`src/rv_pkg.sv`:
```
package rv_pkg;

  // register width
  localparam int XLEN   = 64;
  // instruction width
  localparam int ILEN   = 32;
  // register address width, 32 registers
  localparam int REG_AW = 5;

  // major opcodes, bits [6:0] of the instruction
  typedef enum logic [6:0] {
    OPC_OP     = 7'b0110011,
    OPC_OP_IMM = 7'b0010011,
    OPC_LUI    = 7'b0110111
  } opcode_e;

  // alu operations seen by the execute unit
  typedef enum logic [3:0] {
    ALU_ADD,
    ALU_SUB,
    ALU_AND,
    ALU_OR,
    ALU_XOR,
    ALU_SLL,
    ALU_SRL,
    // signed compare, result is 0 or 1
    ALU_SLT,
    // operand b straight through, used by lui
    ALU_PASSB
  } alu_op_e;

  // what decode hands to the execute unit
  typedef struct packed {
    alu_op_e           alu_op;
    // rs1 data
    logic [XLEN-1:0]   a;
    // rs2 data or immediate
    logic [XLEN-1:0]   b;
    logic [REG_AW-1:0] rd;
    // low for x0 targets and unsupported encodings
    logic              wen;
  } issue_req_t;

endpackage

```
`src/pipe_ifs.sv`:
```
`timescale 1ns/1ps

// if/id register to decode
interface fetch_if;
  import rv_pkg::*;

  logic            valid;
  logic            ready;
  logic [XLEN-1:0] pc;
  logic [ILEN-1:0] inst;

  modport src (output valid, pc, inst, input ready);
  modport dst (input valid, pc, inst, output ready);
endinterface

// decode to execute unit
interface issue_if;
  import rv_pkg::*;

  logic            valid;
  logic            ready;
  logic [XLEN-1:0] pc;
  logic [ILEN-1:0] inst;
  // decoded operation with operands
  issue_req_t      req;

  modport src (output valid, pc, inst, req, input ready);
  modport dst (input valid, pc, inst, req, output ready);
endinterface

```
`src/if_id_regs.sv`:
```
`timescale 1ns/1ps

module if_id_regs (
  input  logic                     clk,
  input  logic                     i_rst,
  input  logic                     i_valid,
  output logic                     o_ready,
  input  logic [rv_pkg::XLEN-1:0]  i_pc,
  input  logic [rv_pkg::ILEN-1:0]  i_inst,
  fetch_if.src                     out
);
  import rv_pkg::*;

  logic            valid_q;
  logic [XLEN-1:0] pc_q;
  logic [ILEN-1:0] inst_q;

  // allow-in: empty, or the held entry leaves this cycle
  assign o_ready = !valid_q || out.ready;

  always_ff @(posedge clk) begin
    if (i_rst) begin
      valid_q <= 1'b0;
    end else if (o_ready) begin
      // refill or drain in one step
      valid_q <= i_valid;
    end
  end

  // payload only, no reset needed
  always_ff @(posedge clk) begin
    if (i_valid && o_ready) begin
      pc_q   <= i_pc;
      inst_q <= i_inst;
    end
  end

  assign out.valid = valid_q;
  assign out.pc    = pc_q;
  assign out.inst  = inst_q;

endmodule

```
`src/witf.sv`:
```
`timescale 1ns/1ps

module witf #(
  parameter int WITF_DEPTH = 4
) (
  input  logic                      clk,
  input  logic                      i_rst,
  input  logic [rv_pkg::REG_AW-1:0] i_rs1,
  input  logic [rv_pkg::REG_AW-1:0] i_rs2,
  input  logic                      i_push,
  input  logic [rv_pkg::REG_AW-1:0] i_push_rd,
  input  logic                      i_pop,
  output logic                      o_raw,
  output logic                      o_full
);
  import rv_pkg::*;

  localparam int PW = (WITF_DEPTH > 1) ? $clog2(WITF_DEPTH) : 1;

  logic [REG_AW-1:0]     rd_q [WITF_DEPTH];
  logic [WITF_DEPTH-1:0] vld_q;
  logic [PW-1:0]         wptr_q;
  logic [PW-1:0]         rptr_q;
  logic [PW-1:0]         wptr_nxt;
  logic [PW-1:0]         rptr_nxt;
  logic [WITF_DEPTH-1:0] hit;

  // wrap by hand, depth need not be a power of two
  assign wptr_nxt = (wptr_q == PW'(WITF_DEPTH - 1)) ? '0 : wptr_q + 1'b1;
  assign rptr_nxt = (rptr_q == PW'(WITF_DEPTH - 1)) ? '0 : rptr_q + 1'b1;

  // compare every live entry, x0 never hazards
  always_comb begin
    for (int i = 0; i < WITF_DEPTH; i++) begin
      hit[i] = vld_q[i] &&
               (((i_rs1 != '0) && (rd_q[i] == i_rs1)) ||
                ((i_rs2 != '0) && (rd_q[i] == i_rs2)));
    end
  end

  assign o_raw  = |hit;
  assign o_full = &vld_q;

  always_ff @(posedge clk) begin
    if (i_rst) begin
      vld_q  <= '0;
      wptr_q <= '0;
      rptr_q <= '0;
    end else begin
      if (i_push) begin
        vld_q[wptr_q] <= 1'b1;
        wptr_q        <= wptr_nxt;
      end
      // oldest writer retires first
      if (i_pop) begin
        vld_q[rptr_q] <= 1'b0;
        rptr_q        <= rptr_nxt;
      end
    end
  end

  always_ff @(posedge clk) begin
    if (i_push) begin
      rd_q[wptr_q] <= i_push_rd;
    end
  end

endmodule

```
`src/register_file.sv`:
```
`timescale 1ns/1ps

module register_file (
  input  logic                      clk,
  input  logic [rv_pkg::REG_AW-1:0] i_raddr1,
  input  logic [rv_pkg::REG_AW-1:0] i_raddr2,
  output logic [rv_pkg::XLEN-1:0]   o_rdata1,
  output logic [rv_pkg::XLEN-1:0]   o_rdata2,
  input  logic                      i_we,
  input  logic [rv_pkg::REG_AW-1:0] i_waddr,
  input  logic [rv_pkg::XLEN-1:0]   i_wdata
);
  import rv_pkg::*;

  logic [XLEN-1:0] regs [2**REG_AW];

  // x0 is never written
  always_ff @(posedge clk) begin
    if (i_we && (i_waddr != '0)) begin
      regs[i_waddr] <= i_wdata;
    end
  end

  // async reads, x0 forced to zero
  assign o_rdata1 = (i_raddr1 == '0) ? '0 : regs[i_raddr1];
  assign o_rdata2 = (i_raddr2 == '0) ? '0 : regs[i_raddr2];

endmodule

```
`src/inst_decode.sv`:
```
`timescale 1ns/1ps

module inst_decode (
  input  logic                      clk,
  input  logic                      i_rst,
  fetch_if.dst                      in,
  issue_if.src                      out,
  output logic [rv_pkg::REG_AW-1:0] o_rs1,
  output logic [rv_pkg::REG_AW-1:0] o_rs2,
  input  logic [rv_pkg::XLEN-1:0]   i_rdata1,
  input  logic [rv_pkg::XLEN-1:0]   i_rdata2,
  input  logic                      i_raw,
  input  logic                      i_full,
  output logic                      o_push,
  output logic [rv_pkg::REG_AW-1:0] o_push_rd
);
  import rv_pkg::*;

  opcode_e           opc;
  logic [2:0]        funct3;
  logic              funct7_5;
  logic [REG_AW-1:0] rd;
  logic [XLEN-1:0]   imm_i;
  logic [XLEN-1:0]   imm_u;
  alu_op_e           alu_op;
  logic [XLEN-1:0]   op_b;
  logic              use_rs1;
  logic              use_rs2;
  logic              known;
  logic              stall;
  logic              fire;

  assign opc      = opcode_e'(in.inst[6:0]);
  assign funct3   = in.inst[14:12];
  // sub vs add, sra vs srl
  assign funct7_5 = in.inst[30];
  assign rd       = in.inst[11:7];
  assign imm_i    = {{(XLEN-12){in.inst[31]}}, in.inst[31:20]};
  assign imm_u    = {{(XLEN-32){in.inst[31]}}, in.inst[31:12], 12'b0};

  always_comb begin
    alu_op  = ALU_ADD;
    op_b    = i_rdata2;
    use_rs1 = 1'b0;
    use_rs2 = 1'b0;
    known   = 1'b0;
    case (opc)
      OPC_OP: begin
        use_rs1 = 1'b1;
        use_rs2 = 1'b1;
        known   = 1'b1;
        case (funct3)
          3'b000:  alu_op = funct7_5 ? ALU_SUB : ALU_ADD;
          3'b001:  alu_op = ALU_SLL;
          3'b010:  alu_op = ALU_SLT;
          3'b100:  alu_op = ALU_XOR;
          3'b110:  alu_op = ALU_OR;
          3'b111:  alu_op = ALU_AND;
          // srl only, sra is not supported
          3'b101: begin
            alu_op = ALU_SRL;
            known  = !funct7_5;
          end
          default: known = 1'b0;
        endcase
      end
      OPC_OP_IMM: begin
        use_rs1 = 1'b1;
        op_b    = imm_i;
        known   = 1'b1;
        case (funct3)
          3'b000:  alu_op = ALU_ADD;
          3'b100:  alu_op = ALU_XOR;
          3'b110:  alu_op = ALU_OR;
          3'b111:  alu_op = ALU_AND;
          default: known = 1'b0;
        endcase
      end
      OPC_LUI: begin
        op_b   = imm_u;
        alu_op = ALU_PASSB;
        known  = 1'b1;
      end
      // anything else flows through without a write
      default: known = 1'b0;
    endcase
  end

  // unused source fields go to x0 so they never hazard
  assign o_rs1 = use_rs1 ? in.inst[19:15] : '0;
  assign o_rs2 = use_rs2 ? in.inst[24:20] : '0;

  // hold in decode on RAW or no witf slot
  assign stall     = i_raw || i_full;
  assign out.valid = in.valid && !stall;
  assign in.ready  = out.ready && !stall;
  assign fire      = in.valid && !stall && out.ready;

  assign out.pc         = in.pc;
  assign out.inst       = in.inst;
  assign out.req.alu_op = alu_op;
  assign out.req.a      = i_rdata1;
  assign out.req.b      = op_b;
  assign out.req.rd     = rd;
  assign out.req.wen    = known && (rd != '0);

  // record the writer as it leaves decode
  assign o_push    = fire && known && (rd != '0);
  assign o_push_rd = rd;

endmodule

```
`src/exu.sv`:
```
`timescale 1ns/1ps

module exu (
  input  logic                      clk,
  input  logic                      i_rst,
  issue_if.dst                      in,
  output logic                      o_retire_valid,
  input  logic                      i_retire_ready,
  output logic [rv_pkg::ILEN-1:0]   o_retire_inst,
  output logic [rv_pkg::XLEN-1:0]   o_retire_pc,
  output logic [rv_pkg::REG_AW-1:0] o_retire_rd,
  output logic [rv_pkg::XLEN-1:0]   o_retire_wdata,
  output logic                      o_retire_wen
);
  import rv_pkg::*;

  // id/ex stage
  logic              ex_valid;
  logic [XLEN-1:0]   ex_pc;
  logic [ILEN-1:0]   ex_inst;
  issue_req_t        ex_req;
  // ex/wb stage
  logic              wb_valid;
  logic [XLEN-1:0]   wb_pc;
  logic [ILEN-1:0]   wb_inst;
  logic [REG_AW-1:0] wb_rd;
  logic [XLEN-1:0]   wb_wdata;
  logic              wb_wen;

  logic              ex_allow;
  logic              wb_allow;
  logic [5:0]        shamt;
  logic [XLEN-1:0]   alu_res;

  // allow-in chain back from retire
  assign wb_allow = !wb_valid || i_retire_ready;
  assign ex_allow = !ex_valid || wb_allow;
  assign in.ready = ex_allow;

  always_ff @(posedge clk) begin
    if (i_rst) begin
      ex_valid <= 1'b0;
      wb_valid <= 1'b0;
    end else begin
      if (ex_allow) ex_valid <= in.valid;
      if (wb_allow) wb_valid <= ex_valid;
    end
  end

  // rv64 shifts use six bits
  assign shamt = ex_req.b[5:0];

  always_comb begin
    case (ex_req.alu_op)
      ALU_SUB:   alu_res = ex_req.a - ex_req.b;
      ALU_AND:   alu_res = ex_req.a & ex_req.b;
      ALU_OR:    alu_res = ex_req.a | ex_req.b;
      ALU_XOR:   alu_res = ex_req.a ^ ex_req.b;
      ALU_SLL:   alu_res = ex_req.a << shamt;
      ALU_SRL:   alu_res = ex_req.a >> shamt;
      ALU_SLT:   alu_res = {{(XLEN-1){1'b0}}, $signed(ex_req.a) < $signed(ex_req.b)};
      ALU_PASSB: alu_res = ex_req.b;
      default:   alu_res = ex_req.a + ex_req.b;
    endcase
  end

  always_ff @(posedge clk) begin
    if (in.valid && ex_allow) begin
      ex_pc   <= in.pc;
      ex_inst <= in.inst;
      ex_req  <= in.req;
    end
    // result captured as the id/ex entry moves on
    if (ex_valid && wb_allow) begin
      wb_pc    <= ex_pc;
      wb_inst  <= ex_inst;
      wb_rd    <= ex_req.rd;
      wb_wdata <= alu_res;
      wb_wen   <= ex_req.wen;
    end
  end

  assign o_retire_valid = wb_valid;
  assign o_retire_inst  = wb_inst;
  assign o_retire_pc    = wb_pc;
  assign o_retire_rd    = wb_rd;
  assign o_retire_wdata = wb_wdata;
  assign o_retire_wen   = wb_wen;

endmodule

```
`src/core_top.sv`:
```
`timescale 1ns/1ps

module core_top #(
  parameter int WITF_DEPTH = 4
) (
  input  logic                      clk,
  input  logic                      i_rst,
  // instruction input, the fetch side
  input  logic                      i_inst_valid,
  output logic                      o_inst_ready,
  input  logic [rv_pkg::ILEN-1:0]   i_inst,
  input  logic [rv_pkg::XLEN-1:0]   i_pc,
  // retire side
  output logic                      o_retire_valid,
  input  logic                      i_retire_ready,
  output logic [rv_pkg::ILEN-1:0]   o_retire_inst,
  output logic [rv_pkg::XLEN-1:0]   o_retire_pc,
  output logic [rv_pkg::REG_AW-1:0] o_retire_rd,
  output logic [rv_pkg::XLEN-1:0]   o_retire_wdata,
  output logic                      o_retire_wen
);
  import rv_pkg::*;

  fetch_if fetch_bus ();
  issue_if issue_bus ();

  // operand reads, shared with the hazard query
  logic [REG_AW-1:0] id_rs1;
  logic [REG_AW-1:0] id_rs2;
  logic [XLEN-1:0]   id_rdata1;
  logic [XLEN-1:0]   id_rdata2;
  // witf
  logic              is_raw;
  logic              witf_full;
  logic              witf_push;
  logic [REG_AW-1:0] witf_push_rd;
  // writeback on the retire handshake
  logic              retire_we;

  assign retire_we = o_retire_valid && i_retire_ready && o_retire_wen;

  if_id_regs if_id_regs_inst (
    .clk(clk), .i_rst(i_rst),
    .i_valid(i_inst_valid), .o_ready(o_inst_ready),
    .i_pc(i_pc), .i_inst(i_inst),
    .out(fetch_bus)
  );

  inst_decode inst_decode_inst (
    .clk(clk), .i_rst(i_rst),
    .in(fetch_bus), .out(issue_bus),
    .o_rs1(id_rs1), .o_rs2(id_rs2),
    .i_rdata1(id_rdata1), .i_rdata2(id_rdata2),
    .i_raw(is_raw), .i_full(witf_full),
    .o_push(witf_push), .o_push_rd(witf_push_rd)
  );

  witf #(.WITF_DEPTH(WITF_DEPTH)) witf_inst (
    .clk(clk), .i_rst(i_rst),
    .i_rs1(id_rs1), .i_rs2(id_rs2),
    .i_push(witf_push), .i_push_rd(witf_push_rd),
    .i_pop(retire_we),
    .o_raw(is_raw), .o_full(witf_full)
  );

  register_file register_file_inst (
    .clk(clk),
    .i_raddr1(id_rs1), .i_raddr2(id_rs2),
    .o_rdata1(id_rdata1), .o_rdata2(id_rdata2),
    .i_we(retire_we), .i_waddr(o_retire_rd), .i_wdata(o_retire_wdata)
  );

  exu exu_inst (
    .clk(clk), .i_rst(i_rst),
    .in(issue_bus),
    .o_retire_valid(o_retire_valid), .i_retire_ready(i_retire_ready),
    .o_retire_inst(o_retire_inst), .o_retire_pc(o_retire_pc),
    .o_retire_rd(o_retire_rd), .o_retire_wdata(o_retire_wdata),
    .o_retire_wen(o_retire_wen)
  );

endmodule

```
`config.mk`:
```
export PLATFORM = sky130hd
export DESIGN_NAME = core_top
export DESIGN_NICKNAME = d
export VERILOG_FILES = /design/src/rv_pkg.sv /design/src/pipe_ifs.sv /design/src/if_id_regs.sv /design/src/witf.sv /design/src/register_file.sv /design/src/inst_decode.sv /design/src/exu.sv /design/src/core_top.sv
export SDC_FILE = /design/constraint.sdc
export NUM_CORES = 2
export LEC_CHECK = 0
export BUFFER_PORTS_ARGS = -buffer_cell sky130_fd_sc_hd__buf_2
export CAP_MARGIN = 20
export CORE_MARGIN = 4
export CORE_UTILIZATION = 25
export CTS_CLUSTER_DIAMETER = 50
export DETAILED_ROUTE_END_ITERATION = 8
export PLACE_DENSITY = 0.47
export SLEW_MARGIN = 15
export SYNTH_ARGS = -nofsm -noshare
export SYNTH_HDL_FRONTEND = slang
export SYNTH_SLANG_ARGS = --single-unit
```
`constraint.sdc`:
```
create_clock -name clk -period 9.8 [get_ports clk]
set_clock_uncertainty 0.05 [all_clocks]
set_input_delay 0.98 -clock clk [delete_from_list [all_inputs] [get_ports clk]]
set_output_delay 0.98 -clock clk [all_outputs]
set_load 0.01 [all_outputs]
```
# Yosys cells after proc, flatten, opt, wreduce, memory -nomap -nowiden
# Memory sizes are Yosys's and may differ from the RTL's. A register that Yosys moved wholly into a read port is not among the register bits.
# Cells that the tools add are included.
# totals
word_cells,142
output_inout_bits,168
reg_bits,443
ramBits,2068
n_memories,2
# op_classes
n_shift,2
reduce_logical,50
n_lt_le_gt_ge,5
eq_ne,27
bitwise,6
mux,27
n_addsub,4
# memory_table
memory,depth,word_bits,read_ports,rd_clocked_by_memory_dff,write_ports,line,rtl
register_file_inst.regs,32,64,2,1,1,register_file.sv:15,logic [XLEN-1:0] regs [2**REG_AW];
witf_inst.rd_q,4,5,4,0,1,witf.sv:20,logic [REG_AW-1:0] rd_q [WITF_DEPTH];
# ops
op,count
64-bit one-hot mux with 8 select lines,1
64-bit one-hot mux with 2 select lines,1
64-bit adder,1
64-bit bitwise AND,1
64-bit less-than comparator,1
64-bit two-way mux,1
64-bit OR,1
64-bit by 6-bit << shifter with 64-bit output,1
64-bit by 6-bit >> shifter with 64-bit output,1
64-bit subtractor,1
64-bit XOR,1
5-bit equality test,8
4-bit one-hot mux with 7 select lines,1
1-bit logical AND,25
5-bit nonzero test,4
4-bit by 3-bit equality test with 1-bit output (second input constant),4
7-bit by 6-bit equality test with 1-bit output (second input constant),2
3-bit equality test (second input constant),4
4-bit two-way mux,3
4-bit one-hot mux with 3 select lines,1
5-bit logical NOT,2
1-bit two-way mux,10
5-bit two-way mux,2
3-bit one-hot mux with 3 select lines,1
24 further kinds,43

# Logic depth before layout (Yosys ltp)
# depth
depth_word,19
mapped_depth,18
mapped_depth_nobuf,14

# Modules after synthesis
# A second synthesis with hierarchy kept.
# unflattened
cells_unflattened,8481
area_unflattened_um2,132021.6
# modules_own_cells
module,cells_each,area_each_um2,instances
register_file,4565,93960.1,1
exu,3220,30540.5,1
inst_decode,453,2981.6,1
if_id_regs,101,2937.8,1
witf,141,1595.3,1
core_top,1,6.3,1

# Worst setup path before layout
# Ideal clock, no wire load.
# synth_timing
kind,in2reg
from,input port i_retire_ready
to,"register exu_inst.wb_inst[0], in the netlist exu_inst.o_retire_inst[0] (enable)"
path_stages,2
path_slack_ns,0.891
t_arrival_ns,8.155
required_ns,9.047
cell_sequence,nor2b_1 > nor2b_1
# synth_via
elab_chain_len,2
# synth_rtl
item,line,rtl
from (decl),core_top.sv:15,"input logic i_retire_ready,"
1-bit logical OR,exu.sv:36,assign wb_allow = !wb_valid || i_retire_ready;
1-bit logical AND,exu.sv:74,if (ex_valid && wb_allow) begin
to (signal assigned),exu.sv:76,wb_inst <= ex_inst;
to (decl),exu.sv:25,logic [ILEN-1:0] wb_inst;
# Every way passes these cells.
# A chain may end at the register's enable or synchronous reset.

# Final worst setup path
# layout_timing
from,register exu_inst.ex_req[9] (netlist bit)
to,"register exu_inst.wb_wdata[0], in the netlist exu_inst.o_retire_wdata[0] (data pin)"
# layout_via
elab_chain_len,2
# layout_rtl
item,line,rtl
from (decl),exu.sv:21,issue_req_t ex_req;
from (signal assigned),exu.sv:71,ex_req <= in.req;
"64-bit less-than comparator, or another cell as far along",exu.sv:61,"ALU_SLT: alu_res = {{(XLEN-1){1'b0}}, $signed(ex_req.a) < $signed(ex_req.b)};"
64-bit one-hot mux with 8 select lines *,exu.sv:54,case (ex_req.alu_op)
named net exu_inst.alu_res[0],exu.sv:33,logic [XLEN-1:0] alu_res;
to (signal assigned),exu.sv:78,wb_wdata <= alu_res;
to (decl),exu.sv:27,logic [XLEN-1:0] wb_wdata;
# The timed path passes the listed nets; every way through them passes the cells marked *.

==> summary.md <==
| Metric | Value |
|---|---|
| Reg2reg end | `exu_inst.o_retire_wdata[0]` |
| Worst-path clk slew | `60 ps` |
| Worst-Margin Slew | `1240 ps` |
| WS Path Type | `register to register` |
| Max Cap Violations | `0` |
| Final setup violation count | `0` |
| VDD IR max | `0.157 mV` |
| Initial DRC count | `14,162` |
| I/O Pins | `268` |
| Die Y | `731 um` |
| Worst reg2reg setup slack | `4120 ps` |
| # H-tree levels | `5` |
| Number of CTS-inserted buffers | `346` |
| Synth Flop Type | `edfxtp_1` |
| Hold Path Sink | `if_id_regs_inst.out.inst[13]` |
| Post-layout total power | `26.7 mW` |
| Final net count | `10,806` |
| Slowest cell on crit path | `ha_1` |
| Top-area cell type share of the netlist area | `58.7%` |
| DRT antenna net count | `0` |
| Hold Path Class | `input port to register` |
| Worst reg2reg path depth | `13` |
| Sequential-to-total area share from yosys stat | `58.9%` |
| Async set-reset flop share out of synthesis | `0%` |
| Startpoint types | `register` |
| Final Util | `29.2%` |
| Tot GR Track Use | `20.8%` |
| First-pass GRT wire length | `796,000 um` |
| Critical R2R Launch | `exu_inst.ex_req[9]` |
| Drt first pass iters | `9` |
| Layout area overhead | `16.5%` |
| Status | `complete, no violations` |
| Core area | `0.521 mm^2` |
| Largest family of logic cells by synthesized area | `compound AO/OA/AOI/OAI gates` |
| Final hold slack | `127 ps` |
| Site Rows | `265` |
| Maximum clock path buffer count | `4` |
| Clock share of power | `47.8%` |
| Relative slew slack | `17.6%` |
| Synth cell count leaders | `edfxtp_1, nand2_1, clkbuf_1` |
| Effective utilization at floorplan | `25.1%` |
| Top achievable clock speed | `176 MHz` |
| Cts repair resizes | `0` |
| Tcrit/Tclk final | `57.9%` |
| CP max FO | `53` |
| Die area | `0.534 mm^2` |
| Final hold vios | `0` |
| Kind of cell adding the most delay to the critical path | `compound AO/OA/AOI/OAI gates` |
| Remaining global-route overflow | `0` |
| Area contributors post-synth | `edfxtp_1, mux4_2, a221oi_1` |
| Pin count of the biggest net entering global routing | `130` |
| PD cells | `175 mW/mm^2` |
| Switching part of the total | `24.4%` |
| Setup Fix Bufs, Post-CTS | `0` |
| Synth area leader | `edfxtp_1` |
| Cell Area, Synth | `0.131 mm^2` |
| Arr. time, crit path | `6470 ps` |
| Tmin final | `5680 ps` |
| Internal power | `20.2 mW` |
| Distinct cells, synth | `108` |
| Simple-gate portion of the synthesized area | `9.72%` |
| RSZ-0062 raised after global routing | `false` |
| Final Max Slew Viols | `0` |
| Static Leak | `49.0 nW` |
| Number of flops mapped to enable cells by yosys | `2,554` |
| Global placement routability congestion | `1.04` |
| Reg power frac | `46.1%` |
| Via count | `102,501` |
| Clk root buf | `clkbuf_16` |
| Initial antenna violation count | `33` |
| Chip width | `731 um` |
| Most common cell in the netlist | `edfxtp_1` |
| Synth Area in XOR/XNOR | `0.322%` |
| Compound-Gate Fraction of Synth Area | `15.7%` |
| Gate power share | `6.1%` |
| Hold path start | `i_inst[13]` |
| Mux share of post-synthesis cell area | `9.78%` |
| Routed len/inst | `32.6 um` |
| Clock latency on the worst-skew pair | `1010 ps` |
| Vias per Instance | `5.78` |
| Setup crit end kind | `register` |
| HPWL Detailed | `346,000 um` |
| Crit-path cells | `clkinv_2 > ha_1 > inv_1 > o221ai_1 > o211ai_1 > a31oi_1 > nor4_1 > nor3_2 > o21a_1 > o21ai_1 > a311oi_1 > o21ai_0 > a21oi_1` |
| Net Sw Power | `6.50 mW` |
| WP buf/inv | `2` |
| Syn Inst Count | `10,407` |
| CTS sink cnt | `2,565` |
| PortBufs | `267` |
| Synthesized flop and latch total | `2,565` |
| Cell depth of the worst min-delay path | `1` |
| Detailed Route WL | `578,000 um` |
| Hold Buf Count CTS | `0` |
| CP required | `10,590 ps` |
| Synth Area in Adders | `1.96%` |
| Residual DRC count | `0` |
| Critical Path Max Stage Delay | `790 ps` |
| Layout cells sized above 1 | `16.4%` |
| Vias in the first global route | `98,253` |
| Setup_tns | `0 ps` |
| Yosys warnings | `0` |
| Mapped Avg Cell Area | `12.6 um^2` |
| TritonCTS clock tree | `yes` |
==> worst max-delay path by stage <==
stage	endpoint	slack (ps)	cells past startpoint	from
5_1_grt	exu_inst.o_retire_wdata[0]	3980	13	exu_inst.ex_req[9]
2_1_floorplan	exu_inst.o_retire_inst[0]	890	2	i_retire_ready
6_report	exu_inst.o_retire_wdata[0]	4120	13	exu_inst.ex_req[9]
4_1_cts	o_inst_ready	4190	11	if_id_regs_inst.out.inst[3]
3_5_place_dp	exu_inst.ex_req[19]	4360	10	if_id_regs_inst.out.inst[3]
3_3_place_gp	exu_inst.ex_req[8]	3920	10	if_id_regs_inst.out.inst[3]
==> cell families (layout without fill, tap and decap cells) <==
| kind of cell | after synthesis | after routing |
|---|---|---|
| muxes | 674 | 674 |
| adders and majority gates | 203 | 203 |
| AOI/OAI and AO/OA | 2849 | 2849 |
| buffers and inverters | 1209 | 1521 |
| xor gates and xnor gates | 48 | 48 |
| other | 1 | 71 |
| and+or+nand+nor | 2858 | 2858 |
| DFF | 2565 | 2565 |
==> final cells by class <==
cell class	count	area [um^2]
diodes	7	17.5
multi-input cells	6696	49700
flip-flops and latches	2565	76900
repair buffers	600	4400
well taps	6942	8690
clock buffers	406	9020
inverters	294	1120
clock inverters	221	2450
fillers	52589	369000
==> power by group through the flow <==
stage,Sequential [mW],Clock (mW),Combinational (mW)
2_1_floorplan,12.5,0,0.901
6_report,12.3,12.7,1.64
4_1_cts,12.3,13.0,1.60
5_1_grt,12.3,13.4,1.71
3_3_place_gp,12.5,0,1.59
3_5_place_dp,12.5,0,1.59
==> routing by layer <==
metal  vias up  global-route usage [%]  wire length, um
met5         -                       0               74
met4        10                    10.3            33400
met3      1486                    3.71            53400
met2      6569                    33.2           264000
met1     52482                    27.0           226000
li1      41954                       -                -
==> cell usage in the layout (no fill, tap or decap), types with 225 or more instances in the layout <==
cell type,count
a221oi_1,622
buf_2,267
o21ai_0,225
nor3_1,233
buf_4,286
nor2_1,466
mux4_2,472
a21oi_1,634
nand2_1,1244
inv_1,285
nand3_1,474
edfxtp_1,2554
clkbuf_16,352
==> stage by stage <==
stage	instance area (um^2)	setup WS, ps	cells
6_report	152000	4120	17731
5_1_grt	152000	3980	17725
4_1_cts	152000	4190	17724
3_5_place_dp	141000	4360	17097
3_3_place_gp	141000	3920	17086
2_1_floorplan	131000	891	10470
==> state kept, by name, summed over array words and instances, names as in the netlist, 2 cells and up <==
register and count:
exu_inst.o_retire_rd 4, exu_inst.o_retire_wdata 64, exu_inst.ex_inst 28, exu_inst.o_retire_pc 64, if_id_regs_inst.out.inst 32, exu_inst.ex_req 137
witf_inst.vld_q 4, if_id_regs_inst.out.pc 64, witf_inst.rd_q 20, witf_inst.rptr_q 2, register_file_inst.regs 2048, exu_inst.ex_pc 64
witf_inst.wptr_q 2, exu_inst.o_retire_inst 28
==> worst register-to-register path: cells and delay by family (launching register included) <==
| family | cells | cell delay (ps) |
|---|---|---|
| AOI/OAI and AO/OA | 8 | 2660 |
| adders and majority gates | 1 | 800 |
| buffers and inverters | 2 | 740 |
| DFF | 1 | 390 |
| and+or+nand+nor | 2 | 880 |
Power figures use the tool's default switching activity.
